## config.mk

```make
export PLATFORM = sky130hd
export DESIGN_NAME = afu_top
export DESIGN_NICKNAME = d
export VERILOG_FILES = /design/src/afu_pkg.sv /design/src/mmio_pkg.sv /design/src/job_control.sv /design/src/wed_fetch.sv /design/src/sum_unit.sv /design/src/mem_arbiter.sv /design/src/mmio_regs.sv /design/src/afu_top.sv
export SDC_FILE = /design/constraint.sdc
export NUM_CORES = 1
export LEC_CHECK = 0
export BUFFER_PORTS_ARGS = -buffer_cell sky130_fd_sc_hd__buf_2
export CAP_MARGIN = 10
export CORE_ASPECT_RATIO = 1.75
export CORE_MARGIN = 5
export CORE_UTILIZATION = 50
export DETAILED_ROUTE_END_ITERATION = 10
export PLACE_DENSITY_LB_ADDON = 0.05
export SYNTH_ARGS = -nofsm -noshare
export SYNTH_HDL_FRONTEND = slang
export SYNTH_SLANG_ARGS = --single-unit
```

## constraint.sdc

```tcl
create_clock -name clock -period 23.5 [get_ports clock]
set_clock_uncertainty 0.05 [all_clocks]
set_input_delay 1.175 -clock clock [delete_from_list [all_inputs] [get_ports clock]]
set_output_delay 1.175 -clock clock [all_outputs]
set_load 0.05 [all_outputs]
```

## src/afu_pkg.sv

```systemverilog
/* AFU job, descriptor and memory types */
`default_nettype none

package afu_pkg;

  localparam int ADDR_W     = 32;
  localparam int DATA_W     = 64;
  localparam int MAX_COUNT  = 64;
  localparam int COUNT_W    = $clog2(MAX_COUNT + 1);
  localparam int WORD_BYTES = 8;

  // Host job interface
  typedef struct packed {
    logic              start;
    logic [ADDR_W-1:0] wed_addr;
  } job_in_t;

  typedef struct packed {
    logic running;
    logic done;
  } job_out_t;

  // Decoded work element descriptor
  // Word 0: count in [63:32], source in [31:0]; word 1: destination in [31:0]
  typedef struct packed {
    logic [ADDR_W-1:0] src;
    logic [31:0]       count;
    logic [ADDR_W-1:0] dst;
  } wed_t;

  // Memory port, four-phase req/ack
  typedef struct packed {
    logic              write;
    logic [ADDR_W-1:0] addr;
    logic [DATA_W-1:0] wdata;
  } mem_req_t;

  typedef struct packed {
    logic [DATA_W-1:0] rdata;
    logic              error;
  } mem_rsp_t;

endpackage

`default_nettype wire

```

## src/mmio_pkg.sv

```systemverilog
/* MMIO register map */
`default_nettype none

package mmio_pkg;

  localparam int MMIO_DATA_W = 64;

  localparam logic [1:0] REG_STATUS = 2'd0;
  localparam logic [1:0] REG_ERROR  = 2'd1;
  localparam logic [1:0] REG_RESULT = 2'd2;
  localparam logic [1:0] REG_CTRL   = 2'd3;

  // Bit positions in the error word
  localparam int ERR_WED_READ  = 0;
  localparam int ERR_SUM_READ  = 1;
  localparam int ERR_SUM_WRITE = 2;
  localparam int ERR_COUNT     = 3;

  // Bit positions in the status word
  localparam int STAT_RUNNING = 0;
  localparam int STAT_DONE    = 1;

  typedef struct packed {
    logic                   valid;
    logic                   write;
    logic [1:0]             index;
    logic [MMIO_DATA_W-1:0] wdata;
  } mmio_req_t;

  typedef struct packed {
    logic                   valid;
    logic [MMIO_DATA_W-1:0] rdata;
  } mmio_rsp_t;

  typedef struct packed {
    logic [MMIO_DATA_W-2:0] reserved;
    logic                   soft_reset;
  } ctrl_word_t;

  typedef struct packed {
    logic [MMIO_DATA_W-5:0] reserved;
    logic [3:0]             clear_mask;
  } err_ack_word_t;

  // Write word, decoded by register index
  typedef union packed {
    ctrl_word_t    ctrl;
    err_ack_word_t err_ack;
  } mmio_wdata_u;

endpackage

`default_nettype wire

```

## src/job_control.sv

```systemverilog
/* Job sequencer */
`default_nettype none

module job_control import afu_pkg::*, mmio_pkg::*; (
  input  logic       clock,
  input  logic       rst,
  input  job_in_t    job_in,
  output job_out_t   job_out,
  input  logic       soft_reset,
  output logic       core_rst,
  output logic       wed_req,
  input  logic       wed_ack,
  input  wed_t       wed,
  input  logic       wed_error,
  output logic       sum_req,
  input  logic       sum_ack,
  input  logic [1:0] sum_errors,
  output logic       job_done_pulse,
  output logic [3:0] err_set
);

  typedef enum logic [2:0] {
    ST_IDLE,
    ST_FETCH,
    ST_CHECK,
    ST_COMPUTE,
    ST_DONE
  } state_t;

  state_t state;
  logic   job_rst;

  assign job_rst = rst | soft_reset;

  // Datapath reset lags the sequencer by one cycle
  always_ff @(posedge clock) begin
    core_rst <= job_rst;
  end

  //////////////////////////////
  // Sequencer
  //////////////////////////////

  always_ff @(posedge clock) begin
    if (job_rst) begin
      state          <= ST_IDLE;
      job_out        <= '0;
      job_done_pulse <= 1'b0;
      err_set        <= '0;
    end else begin
      job_done_pulse <= 1'b0;
      err_set        <= '0;
      case (state)
        ST_IDLE: begin
          if (job_in.start) begin
            job_out.running <= 1'b1;
            job_out.done    <= 1'b0;
            state           <= ST_FETCH;
          end
        end
        ST_FETCH: begin
          if (wed_ack) begin
            state <= ST_CHECK;
          end
        end
        ST_CHECK: begin
          // Fetch handshake closes before the descriptor is judged
          if (!wed_ack) begin
            if (wed_error) begin
              err_set[ERR_WED_READ] <= 1'b1;
              state                 <= ST_DONE;
            end else if (wed.count > 32'(MAX_COUNT)) begin
              err_set[ERR_COUNT] <= 1'b1;
              state              <= ST_DONE;
            end else begin
              state <= ST_COMPUTE;
            end
          end
        end
        ST_COMPUTE: begin
          if (sum_ack) begin
            err_set[ERR_SUM_READ]  <= sum_errors[0];
            err_set[ERR_SUM_WRITE] <= sum_errors[1];
            state                  <= ST_DONE;
          end
        end
        ST_DONE: begin
          job_out.running <= 1'b0;
          job_out.done    <= 1'b1;
          job_done_pulse  <= 1'b1;
          state           <= ST_IDLE;
        end
        default: state <= ST_IDLE;
      endcase
    end
  end

  assign wed_req = (state == ST_FETCH);
  assign sum_req = (state == ST_COMPUTE);

  a_run_done_excl: assert property (@(posedge clock) disable iff (job_rst)
    !(job_out.running && job_out.done));

endmodule

`default_nettype wire

```

## src/wed_fetch.sv

```systemverilog
/* Descriptor fetch */
`default_nettype none

module wed_fetch import afu_pkg::*; (
  input  logic              clock,
  input  logic              core_rst,
  input  logic              wed_req,
  output logic              wed_ack,
  input  logic [ADDR_W-1:0] wed_addr,
  output wed_t              wed,
  output logic              wed_error,
  output mem_req_t          mem_req_o,
  output logic              mem_req,
  input  logic              mem_ack,
  input  mem_rsp_t          mem_rsp
);

  typedef enum logic [2:0] {
    FS_IDLE,
    FS_WORD0,
    FS_GAP,
    FS_WORD1,
    FS_CLOSE,
    FS_ACK
  } fetch_state_t;

  fetch_state_t state;

  always_ff @(posedge clock) begin
    if (core_rst) begin
      state     <= FS_IDLE;
      mem_req   <= 1'b0;
      wed_ack   <= 1'b0;
      wed_error <= 1'b0;
    end else begin
      case (state)
        FS_IDLE: begin
          if (wed_req) begin
            mem_req_o <= '{write: 1'b0, addr: wed_addr, wdata: '0};
            mem_req   <= 1'b1;
            wed_error <= 1'b0;
            state     <= FS_WORD0;
          end
        end
        FS_WORD0: begin
          if (mem_ack) begin
            wed.src   <= mem_rsp.rdata[ADDR_W-1:0];
            wed.count <= mem_rsp.rdata[DATA_W-1:32];
            wed_error <= mem_rsp.error;
            mem_req   <= 1'b0;
            state     <= FS_GAP;
          end
        end
        FS_GAP: begin
          // Second word sits right behind the first
          if (!mem_ack) begin
            mem_req_o.addr <= mem_req_o.addr + ADDR_W'(WORD_BYTES);
            mem_req        <= 1'b1;
            state          <= FS_WORD1;
          end
        end
        FS_WORD1: begin
          if (mem_ack) begin
            wed.dst   <= mem_rsp.rdata[ADDR_W-1:0];
            wed_error <= wed_error | mem_rsp.error;
            mem_req   <= 1'b0;
            state     <= FS_CLOSE;
          end
        end
        FS_CLOSE: begin
          if (!mem_ack) begin
            wed_ack <= 1'b1;
            state   <= FS_ACK;
          end
        end
        FS_ACK: begin
          if (!wed_req) begin
            wed_ack <= 1'b0;
            state   <= FS_IDLE;
          end
        end
        default: state <= FS_IDLE;
      endcase
    end
  end

  a_req_held: assert property (@(posedge clock) disable iff (core_rst)
    $fell(wed_req) |-> $past(wed_ack));

endmodule

`default_nettype wire

```

## src/sum_unit.sv

```systemverilog
/* Summing unit */
`default_nettype none

module sum_unit import afu_pkg::*; (
  input  logic              clock,
  input  logic              core_rst,
  input  logic              sum_req,
  output logic              sum_ack,
  input  wed_t              wed,
  output logic [DATA_W-1:0] sum,
  output logic [1:0]        sum_errors,
  output mem_req_t          mem_req_o,
  output logic              mem_req,
  input  logic              mem_ack,
  input  mem_rsp_t          mem_rsp
);

  typedef enum logic [2:0] {
    SS_IDLE,
    SS_READ,
    SS_RGAP,
    SS_WRITE,
    SS_WGAP,
    SS_ACK
  } sum_state_t;

  sum_state_t         state;
  logic [COUNT_W-1:0] remaining;
  logic               rd_error;
  logic               wr_error;

  assign sum_errors = {wr_error, rd_error};

  always_ff @(posedge clock) begin
    if (core_rst) begin
      state    <= SS_IDLE;
      mem_req  <= 1'b0;
      sum_ack  <= 1'b0;
      rd_error <= 1'b0;
      wr_error <= 1'b0;
    end else begin
      case (state)
        SS_IDLE: begin
          if (sum_req) begin
            sum       <= '0;
            remaining <= wed.count[COUNT_W-1:0];
            rd_error  <= 1'b0;
            wr_error  <= 1'b0;
            mem_req   <= 1'b1;
            // Empty run goes straight to the write of a zero sum
            if (wed.count == '0) begin
              mem_req_o <= '{write: 1'b1, addr: wed.dst, wdata: '0};
              state     <= SS_WRITE;
            end else begin
              mem_req_o <= '{write: 1'b0, addr: wed.src, wdata: '0};
              state     <= SS_READ;
            end
          end
        end
        SS_READ: begin
          if (mem_ack) begin
            sum       <= sum + mem_rsp.rdata;
            rd_error  <= mem_rsp.error;
            remaining <= remaining - 1'b1;
            mem_req   <= 1'b0;
            state     <= SS_RGAP;
          end
        end
        SS_RGAP: begin
          if (!mem_ack) begin
            if (rd_error) begin
              // Stop at the first bad read, no write
              sum_ack <= 1'b1;
              state   <= SS_ACK;
            end else if (remaining == '0) begin
              mem_req_o <= '{write: 1'b1, addr: wed.dst, wdata: sum};
              mem_req   <= 1'b1;
              state     <= SS_WRITE;
            end else begin
              mem_req_o.addr <= mem_req_o.addr + ADDR_W'(WORD_BYTES);
              mem_req        <= 1'b1;
              state          <= SS_READ;
            end
          end
        end
        SS_WRITE: begin
          if (mem_ack) begin
            wr_error <= mem_rsp.error;
            mem_req  <= 1'b0;
            state    <= SS_WGAP;
          end
        end
        SS_WGAP: begin
          if (!mem_ack) begin
            sum_ack <= 1'b1;
            state   <= SS_ACK;
          end
        end
        SS_ACK: begin
          if (!sum_req) begin
            sum_ack <= 1'b0;
            state   <= SS_IDLE;
          end
        end
        default: state <= SS_IDLE;
      endcase
    end
  end

endmodule

`default_nettype wire

```

## src/mem_arbiter.sv

```systemverilog
/* Memory port arbiter */
`default_nettype none

module mem_arbiter import afu_pkg::*; (
  input  logic     clock,
  input  logic     core_rst,
  input  mem_req_t wed_cmd,
  input  logic     wed_req,
  output logic     wed_ack,
  output mem_rsp_t wed_rsp,
  input  mem_req_t sum_cmd,
  input  logic     sum_req,
  output logic     sum_ack,
  output mem_rsp_t sum_rsp,
  output mem_req_t mem_req_o,
  output logic     mem_req,
  input  logic     mem_ack,
  input  mem_rsp_t mem_rsp
);

  typedef enum logic [1:0] {
    GNT_NONE,
    GNT_WED,
    GNT_SUM
  } grant_t;

  grant_t grant;

  // Grant holds until the owner's req and the memory ack have both dropped
  always_ff @(posedge clock) begin
    if (core_rst) begin
      grant <= GNT_NONE;
    end else begin
      case (grant)
        GNT_NONE: begin
          if (wed_req) begin
            grant <= GNT_WED;
          end else if (sum_req) begin
            grant <= GNT_SUM;
          end
        end
        GNT_WED: begin
          if (!wed_req && !mem_ack) begin
            grant <= GNT_NONE;
          end
        end
        GNT_SUM: begin
          if (!sum_req && !mem_ack) begin
            grant <= GNT_NONE;
          end
        end
        default: grant <= GNT_NONE;
      endcase
    end
  end

  always_comb begin
    mem_req_o = (grant == GNT_SUM) ? sum_cmd : wed_cmd;
    mem_req   = ((grant == GNT_WED) && wed_req) || ((grant == GNT_SUM) && sum_req);
  end

  assign wed_ack = (grant == GNT_WED) && mem_ack;
  assign sum_ack = (grant == GNT_SUM) && mem_ack;
  assign wed_rsp = (grant == GNT_WED) ? mem_rsp : '0;
  assign sum_rsp = (grant == GNT_SUM) ? mem_rsp : '0;

  a_cmd_stable: assert property (@(posedge clock) disable iff (core_rst)
    mem_req && $past(mem_req) |-> mem_req_o == $past(mem_req_o));

endmodule

`default_nettype wire

```

## src/mmio_regs.sv

```systemverilog
/* MMIO register file */
`default_nettype none

module mmio_regs import afu_pkg::*, mmio_pkg::*; (
  input  logic              clock,
  input  logic              rst,
  input  mmio_req_t         mmio_in,
  output mmio_rsp_t         mmio_out,
  input  job_out_t          job_out,
  input  logic [DATA_W-1:0] sum,
  input  logic              job_done_pulse,
  input  logic [3:0]        err_set,
  output logic              soft_reset
);

  mmio_wdata_u            wword;
  logic                   wr_en;
  logic                   rd_en;
  logic [3:0]             err_bits;
  logic [3:0]             err_clear;
  logic [DATA_W-1:0]      result;
  logic [MMIO_DATA_W-1:0] rd_mux;

  assign wword = mmio_in.wdata;
  assign wr_en = mmio_in.valid && mmio_in.write;
  assign rd_en = mmio_in.valid && !mmio_in.write;

  // Error acknowledge clears only the masked bits
  assign err_clear = (wr_en && mmio_in.index == REG_ERROR) ? wword.err_ack.clear_mask : '0;

  always_ff @(posedge clock) begin
    if (rst) begin
      soft_reset <= 1'b0;
    end else begin
      soft_reset <= wr_en && (mmio_in.index == REG_CTRL) && wword.ctrl.soft_reset;
    end
  end

  // New faults win over a clear in the same cycle
  always_ff @(posedge clock) begin
    if (rst || soft_reset) begin
      err_bits <= '0;
    end else begin
      err_bits <= (err_bits & ~err_clear) | err_set;
    end
  end

  always_ff @(posedge clock) begin
    if (job_done_pulse) begin
      result <= sum;
    end
  end

  //////////////////////////////
  // Read path
  //////////////////////////////

  always_comb begin
    rd_mux = '0;
    case (mmio_in.index)
      REG_STATUS: begin
        rd_mux[STAT_RUNNING] = job_out.running;
        rd_mux[STAT_DONE]    = job_out.done;
      end
      REG_ERROR:  rd_mux = MMIO_DATA_W'(err_bits);
      REG_RESULT: rd_mux = result;
      default:    rd_mux = '0;
    endcase
  end

  always_ff @(posedge clock) begin
    if (rst) begin
      mmio_out.valid <= 1'b0;
    end else begin
      mmio_out.valid <= rd_en;
    end
  end

  always_ff @(posedge clock) begin
    if (rd_en) begin
      mmio_out.rdata <= rd_mux;
    end
  end

endmodule

`default_nettype wire

```

## src/afu_top.sv

```systemverilog
/* Accelerator top level */
`default_nettype none

module afu_top import afu_pkg::*, mmio_pkg::*; (
  input  logic      clock,
  input  logic      rst,
  input  job_in_t   job_in,
  output job_out_t  job_out,
  output mem_req_t  mem_req_o,
  output logic      mem_req,
  input  logic      mem_ack,
  input  mem_rsp_t  mem_rsp,
  input  mmio_req_t mmio_in,
  output mmio_rsp_t mmio_out
);

  logic              soft_reset;
  logic              core_rst;
  logic              wed_req;
  logic              wed_ack;
  wed_t              wed;
  logic              wed_error;
  logic              sum_req;
  logic              sum_ack;
  logic [DATA_W-1:0] sum;
  logic [1:0]        sum_errors;
  logic              job_done_pulse;
  logic [3:0]        err_set;
  mem_req_t          wed_cmd;
  logic              wed_mreq;
  logic              wed_mack;
  mem_rsp_t          wed_rsp;
  mem_req_t          sum_cmd;
  logic              sum_mreq;
  logic              sum_mack;
  mem_rsp_t          sum_rsp;

  //////////////////////////////
  // Control
  //////////////////////////////

  job_control u_job_control (
    .clock          (clock),
    .rst            (rst),
    .job_in         (job_in),
    .job_out        (job_out),
    .soft_reset     (soft_reset),
    .core_rst       (core_rst),
    .wed_req        (wed_req),
    .wed_ack        (wed_ack),
    .wed            (wed),
    .wed_error      (wed_error),
    .sum_req        (sum_req),
    .sum_ack        (sum_ack),
    .sum_errors     (sum_errors),
    .job_done_pulse (job_done_pulse),
    .err_set        (err_set)
  );

  mmio_regs u_mmio_regs (
    .clock          (clock),
    .rst            (rst),
    .mmio_in        (mmio_in),
    .mmio_out       (mmio_out),
    .job_out        (job_out),
    .sum            (sum),
    .job_done_pulse (job_done_pulse),
    .err_set        (err_set),
    .soft_reset     (soft_reset)
  );

  //////////////////////////////
  // Datapath
  //////////////////////////////

  // WED address is held by the host for the whole job
  wed_fetch u_wed_fetch (
    .clock     (clock),
    .core_rst  (core_rst),
    .wed_req   (wed_req),
    .wed_ack   (wed_ack),
    .wed_addr  (job_in.wed_addr),
    .wed       (wed),
    .wed_error (wed_error),
    .mem_req_o (wed_cmd),
    .mem_req   (wed_mreq),
    .mem_ack   (wed_mack),
    .mem_rsp   (wed_rsp)
  );

  sum_unit u_sum_unit (
    .clock      (clock),
    .core_rst   (core_rst),
    .sum_req    (sum_req),
    .sum_ack    (sum_ack),
    .wed        (wed),
    .sum        (sum),
    .sum_errors (sum_errors),
    .mem_req_o  (sum_cmd),
    .mem_req    (sum_mreq),
    .mem_ack    (sum_mack),
    .mem_rsp    (sum_rsp)
  );

  mem_arbiter u_mem_arbiter (
    .clock     (clock),
    .core_rst  (core_rst),
    .wed_cmd   (wed_cmd),
    .wed_req   (wed_mreq),
    .wed_ack   (wed_mack),
    .wed_rsp   (wed_rsp),
    .sum_cmd   (sum_cmd),
    .sum_req   (sum_mreq),
    .sum_ack   (sum_mack),
    .sum_rsp   (sum_rsp),
    .mem_req_o (mem_req_o),
    .mem_req   (mem_req),
    .mem_ack   (mem_ack),
    .mem_rsp   (mem_rsp)
  );

endmodule

`default_nettype wire

```

# Yosys cells after proc, flatten, opt, wreduce, memory -nomap -nowiden

Index checks and enable logic that the tools add are counted.

Memories: 0
Bits in latches: 0
Memory bits (read-only): 0
Input bits: 169
RAM bits: 0
Register bits after elaboration: 456
Logic and storage cells: 227

Order comparisons: 1
Add/subtract/negate cells: 4
Multiplexer cells: 81
Reduce and logical (&&, ||, !) cells: 57
Div/mod/pow operators: 0
Shift operators: 0
Bitwise logic cells: 9
Equal/unequal tests: 43
$mul: 0

Operator list:

| kind                                                            | count |
|---|---|
| 2-to-1 mux 97 bit                                               | 5 |
| case mux 97 bit (2 select lines)                                | 1 |
| 2-to-1 mux 64 bit                                               | 3 |
| case mux 64 bit (2 select lines)                                | 1 |
| case mux 62 bit (2 select lines)                                | 1 |
| 2-to-1 mux 96 bit                                               | 1 |
| 2-to-1 mux 65 bit                                               | 1 |
| adder 32 x 4 -> 32 bit (second input constant)                  | 2 |
| adder 64 bit                                                    | 1 |
| 2-to-1 mux 32 bit                                               | 2 |
| case mux 32 bit (2 select lines)                                | 1 |
| 2-to-1 mux 3 bit                                                | 19 |
| case mux 3 bit (6 select lines)                                 | 2 |
| 2-to-1 mux 33 bit                                               | 1 |
| greater-than comparator 32 x 7 -> 1 bit (second input constant) | 1 |
| logical NOT 32 bit                                              | 1 |
| != test 2 x 1 -> 1 bit (second input constant)                  | 12 |
| != test 2 bit (second input constant)                           | 11 |
| 2-to-1 mux 1 bit                                                | 21 |
| AND reduction 4 bit                                             | 5 |
| equality test 3 x 2 -> 1 bit (second input constant)            | 6 |
| AND reduction 3 bit                                             | 6 |
| AND reduction 6 bit                                             | 3 |
| equality test 3 bit (second input constant)                     | 5 |
| other kinds (32)                                                | 83 |

# Depth between registers and ports, before layout

Word-level depth: 6
Depth in mapped cells: 15

# Cells and area by module

A second synthesis with hierarchy kept.

Cells, all modules: 2124
Area total of the unflattened synthesis: 24742.5 um2

Modules (own cells, without submodules):

| module      | instances | area an instance (um2) | sequential area each (um2) | cells each |
|---|---|---|---|---|
| sum_unit    | 1         | 11285.8                | 5185.0                     | 1161 |
| wed_fetch   | 1         | 5640.4                 | 3963.8                     | 399 |
| mmio_regs   | 1         | 4601.9                 | 3963.8                     | 234 |
| mem_arbiter | 1         | 2648.8                 | 40.0                       | 264 |
| job_control | 1         | 565.5                  | 220.2                      | 66 |

# Worst setup path before layout

Ideal clock, no wire load.

Path type: input -> register
Start: in mem_ack
End: reg, netlist name u_wed_fetch.wed[32]
Path slack: 15.090 ns
Data arrival time: 7.716 ns
Stages on the path: 3
Cells stage by stage: clkbuf_1 nand3_1 nor4_1

Word-level cells in the longest chain between the ends: 2

Ends and longest elaborated chain:

| what                          | RTL line          | RTL |
|---|---|---|
| start: declaration            | afu_top.sv:11     | `input logic mem_ack,` |
| logical AND 1 bit             | mem_arbiter.sv:62 | `assign wed_ack = (grant == GNT_WED) && mem_ack;` |
| AND reduction 3 bit (no line) | n/a               |  |

Every way passes these cells.
A chain may end at the register's enable or synchronous reset.

# Worst setup path after layout

Start: reg u_mem_arbiter.grant[1]
End: reg u_sum_unit.sum[34], data pin

Word-level cells in the longest chain between the ends: 5

Ends and longest elaborated chain:

| what                             | RTL line          | RTL |
|---|---|---|
| start: declaration               | mem_arbiter.sv:27 | `grant_t grant;` |
| start signal: assignment         | mem_arbiter.sv:32 | `grant <= GNT_NONE;` |
| start signal: assignment         | mem_arbiter.sv:37 | `grant <= GNT_WED;` |
| start signal: assignment         | mem_arbiter.sv:39 | `grant <= GNT_SUM;` |
| equality test 2 bit              | mem_arbiter.sv:65 | `assign sum_rsp = (grant == GNT_SUM) ? mem_rsp : '0;` |
| 2-to-1 mux 65 bit                | mem_arbiter.sv:65 |  |
| adder 64 bit                     | sum_unit.sv:62    | `sum <= sum + mem_rsp.rdata;` |
| 2-to-1 mux 64 bit                | sum_unit.sv:61    | `if (mem_ack) begin` |
| case mux 64 bit (2 select lines) | sum_unit.sv:42    | `case (state)` |
| end signal: assignment           | sum_unit.sv:62    |  |
| end: declaration                 | sum_unit.sv:10    | `output logic [DATA_W-1:0] sum,` |

Every way passes these cells. The select of a mux whose other input is x is not followed.

==> results.md <==
- The run finished with clean final reports.
- The cell depth of the worst flop-to-flop path is 13.
- The placed wire-length estimate after detailed placement is slightly below 50000 um.
- In the synthesized netlist, mux cells make up ~1.8% of the area.
- The synthesized cell area is ~23000 um^2.
- After synthesis, the largest family of logic cells by area is simple AND/OR/NAND/NOR gates.
- The kind of path behind the tightest hold check is flop to flop.
- After technology mapping, the gate count stands at roughly 2100.
- The post-layout minimum cycle time is about 4.3 ns.
- The post-route fraction of the period consumed by the critical path is 18.3%.
- The number of global-route vias before repair is roughly 17000.
- The synthesized netlist devotes about 11% of its cell area to compound gates.
- During I/O placement, the number of pins put on the boundary was ~330.
- The synthesis-to-finish area growth is 14.1%.
- The detailed router placed between 15000 and 20000 vias in this run.
- The number of remaining DRC errors is 0.
- The slew at the pin closest to its max-slew limit is approximately 1.1 ns.
- In the final layout, the multi-input gates occupy 9440 um^2.
- Max-cap violations in this run came to 0.
- The synthesized-area fraction occupied by adder cells is 3.90%.
- For the worst setup path, the data required time is approximately 24 ns.
- The finished cells cover 26600 um^2.
- The worst slack at placement is about 19 ns.
- The buffer type at the clock tree root is clkbuf_16.
- The hold violation count in the final report came to 0.
- The initial utilization of the core area, before any placement, comes to between 50% and 60%.
- Data on the critical path arrives at its endpoint at ~4.6 ns.
- The insertion delay to the later sink of the worst-skew pair is 0.56 ns.
- The share of synthesized registers carrying an async set or reset is 0%.
- The maximum number of pins on one net before global-route repair is between 80 and 90.
- The floorplan step set the die height to 296 um.
- Summing internal, switching and leakage power gives 1.67 mW.
- The floorplan has approximately 100 rows.
- Cells with a size suffix above 1 make up roughly 18% of the layout.
- The area share of xor/xnor cells in the synthesized design is between 3 and 4%.
- For this design, the slowest cell found on the critical path is a2111oi_2.
- The global-route wire length before repair is about 100000 um.
- Gates resized during post-CTS repair numbered 0.
- The largest single stage delay on the critical path is approximately 0.48 ns.
- Dividing the detail-routed wire length by the instance count gives around 23 um.
- The number of CTS-inserted buffers is between 40 and 50.
- The endpoint class of the critical path is a flop.
- The finished layout holds a little under 3000 standard cells, fillers aside.
- The H-tree was split into 2 levels.
- The post-CTS setup buffer count is 0.
- Counting tap cells, the placed design contains a total of ~2900 instances.
- The congestion estimate from routability-driven global placement came to 0.935.
- The worst hold path begins at u_job_control.err_set[3].
- The floorplan step set the die width to 173 um.
- The number of sinks driven by the clock tree is 456.
- The placed instances occupy a cell area of around 25000 um^2.
- The most numerous cell on the critical path is o21ai_1.
- The initial antenna violation count is 7.
- Cells fill between 50% and 60% of the core in the end.
- Wires add up to 66300 um.
- The filler cell count in the final layout is approximately 4000.
- The net count after synthesis is about 2300.
- Setup slack on the critical path of the routed design comes to 19.20 ns.
- The endpoint identified for the worst register-to-register timing path is u_sum_unit.sum[34].
- The flop-to-flop setup slack is roughly 19 ns.
- Power spread over the standard cell area amounts to roughly 63 nW/um^2.
- Synthesis instantiated 78 different standard cells from the library.
- The critical-path maximum fanout is 45.
- VDD sags by at most approximately 64 uV.
- Yosys printed 0 warnings.
- The die area is 51200 um^2.
- The core area is between 40000 and 50000 um^2.
- The share of synthesized area occupied by flip-flops and latches is between 50% and 60%.
- The worst hold slack after final layout is approximately 0.41 ns.
- The worst reg2reg path startpoint is u_mem_arbiter.grant[1].
- After Yosys synthesis, and, or, nand and nor cells account for between 10% and 20% of the synthesized area.
- The number of cells traversed by the worst hold path is 2.
- The critical path goes through nor2b_4, buf_4, and2_1, ha_1, fa_1, a21oi_1, o21ai_1, a211oi_4, o21ai_1, a2111oi_2, nor3_1, o21ai_0, nor3b_1.
- The count of routing violations after the opening detailed-route iteration is between 1000 and 1500.
- The upper clock frequency limit is 0.232 GHz.
- Global routing finished with a remaining overflow of 0.
- TritonCTS built the clock tree.
- Across every metal layer, demand over resource in global routing totals 25.1%.
- The worst pin sits at a relative slew slack of 28.0%.
- Setup violations remaining at the end of the flow were counted as 0.
- The final number of max-transition violations was 0.
- The first detailed-routing pass took 5 iterations.
- The count of flip-flops with a built-in enable after synthesis is about 420.
- Counting along the longest clock path gives a buffer depth of 3.
- The leakage component of the power is 9.97 nW.
- After clock tree synthesis, the flow added hold-fix buffers numbering 0.
- Setup repair after global routing left no endpoint under its margin.
- The average cell area after synthesis is between 10 and 15 um^2.
- The count of nets after finishing is approximately 2600.
- The critical setup path kind is flop to flop.
- Counting flops and latches in the post-synthesis netlist gives 456.
- The post-route antenna net violation count is 0.
- The number of buffers added on ports is roughly 270.
- The clock-pin slew reported for the worst setup and hold paths after clock tree synthesis is about 0.07 ns.
- In the synthesized netlist the dominant register cell turns out to be edfxtp_1.
- The worst setup path is launched from a flop.
- The per-cell via count in the routed design is between 5 and 6.
- Registers take between 10000 and 15000 um^2.
- The path with the worst hold slack has its endpoint at u_mmio_regs.err_bits[3].
- The post-route setup TNS is 0 ns.
how the worst max path moves through the flow:
stage                      startpoint             endpoint  slack, ns
2_1_floorplan                 mem_ack  u_wed_fetch.wed[32]      15.09
3_3_place_gp               mem_rsp[1]   u_sum_unit.sum[34]      18.84
3_5_place_dp               mem_rsp[1]   u_sum_unit.sum[34]      18.77
4_1_cts        u_mem_arbiter.grant[1]   u_sum_unit.sum[34]      19.19
5_1_grt        u_mem_arbiter.grant[1]   u_sum_unit.sum[34]      19.02
6_report       u_mem_arbiter.grant[1]   u_sum_unit.sum[34]      19.20
layer usage:
| layer | share of wire [%] | track usage [%] | wire length (um) |
|---|---|---|---|
| met1 | 34 | 25.7 | 22800 |
| met2 | 57 | 51.1 | 37900 |
| met3 | 3.9 | 2.88 | 2570 |
| met4 | 4.6 | 10.5 | 3040 |
| met5 | 0 | 0 | 0 |
critical path, delay by kind of cell (launching register included):
family	cells	cell delay, ns
compound gates	6	1.79
fa+ha+maj	2	0.68
buf+inv	1	0.25
flops	1	0.35
simple gates	4	0.90
logic make-up (layout without fill, tap and decap cells):
kind of cell    Yosys count  after routing
mux                      37             37
flops                   456            456
buf+inv                 150            409
fa+ha+maj                72             72
other cells               0              6
simple gates            862            862
xor+xnor                 98             98
compound gates          416            416
sequential cells by signal, summed over array words and instances (netlist names):
signal and flops:
u_sum_unit.remaining 7, u_sum_unit.sum 64, u_sum_unit.sum_ack 1, u_mmio_regs.mmio_out 65, u_mmio_regs.soft_reset 1, u_job_control.job_out 2, u_sum_unit.wr_error 1, u_sum_unit.mem_req 1
u_wed_fetch.state 3, u_mem_arbiter.grant 2, u_sum_unit.rd_error 1, u_sum_unit.mem_req_o 97, u_job_control.state 3, u_wed_fetch.wed_ack 1, u_wed_fetch.mem_req 1, u_job_control.core_rst 1
u_wed_fetch.wed_error 1, u_job_control.job_done_pulse 1, u_wed_fetch.wed 96, u_mmio_regs.err_bits 4, u_job_control.err_set 4, u_wed_fetch.mem_req_o 32, u_mmio_regs.result 64, u_sum_unit.state 3
synth_stat cells (39+ instances only):
library cell	instances	area share, %
and2_1	325	8.7
nor3_1	45	0.97
a21oi_1	166	3.6
nand3_1	48	1.0
nand2_1	118	1.9
o21ai_0	60	1.3
xor2_1	41	1.5
edfxtp_1	424	55
nor2_1	189	3.0
ha_1	71	3.8
clkbuf_1	87	1.4
xnor2_1	57	2.1
inv_1	39	0.63
layout make-up:
| cell class | count | area share, % |
|---|---|---|
| diodes | 6 | 0.0564 |
| clock buffers | 57 | 4.48 |
| clock inverters | 21 | 0.691 |
| inverters | 39 | 0.550 |
| multi-input cells | 1485 | 35.5 |
| flip-flops and latches | 456 | 50.3 |
| well taps | 583 | 2.74 |
| repair buffers | 292 | 5.72 |
power breakdown:
part	total [mW]	internal (mW)	switching [mW]
clock	0.697	0.390	0.307
combinational	0.0737	0.0223	0.0514
sequential	0.894	0.888	0.00584
total	1.67	1.30	0.364
cell usage in the layout (no fill, tap or decap), types with 8 or more instances in the layout:
cell / instances
dfxtp_1: 31
buf_4: 18
o21bai_1: 16
nor2_1: 186
clkbuf_1: 10
nand4_1: 38
mux2_2: 31
nand2b_1: 14
xor2_1: 41
nand3_1: 48
a21oi_1: 165
a31oi_1: 19
nor3_1: 44
buf_2: 273
o22ai_1: 24
and3_1: 16
nor4_1: 8
o21a_1: 23
and2_1: 325
inv_1: 39
clkbuf_16: 45
nand2_1: 117
nor2b_1: 15
a21o_1: 31
edfxtp_1: 424
o21ai_0: 60
and4_1: 8
xnor2_1: 57
ha_1: 71
(Power assumes the default switching activity.)
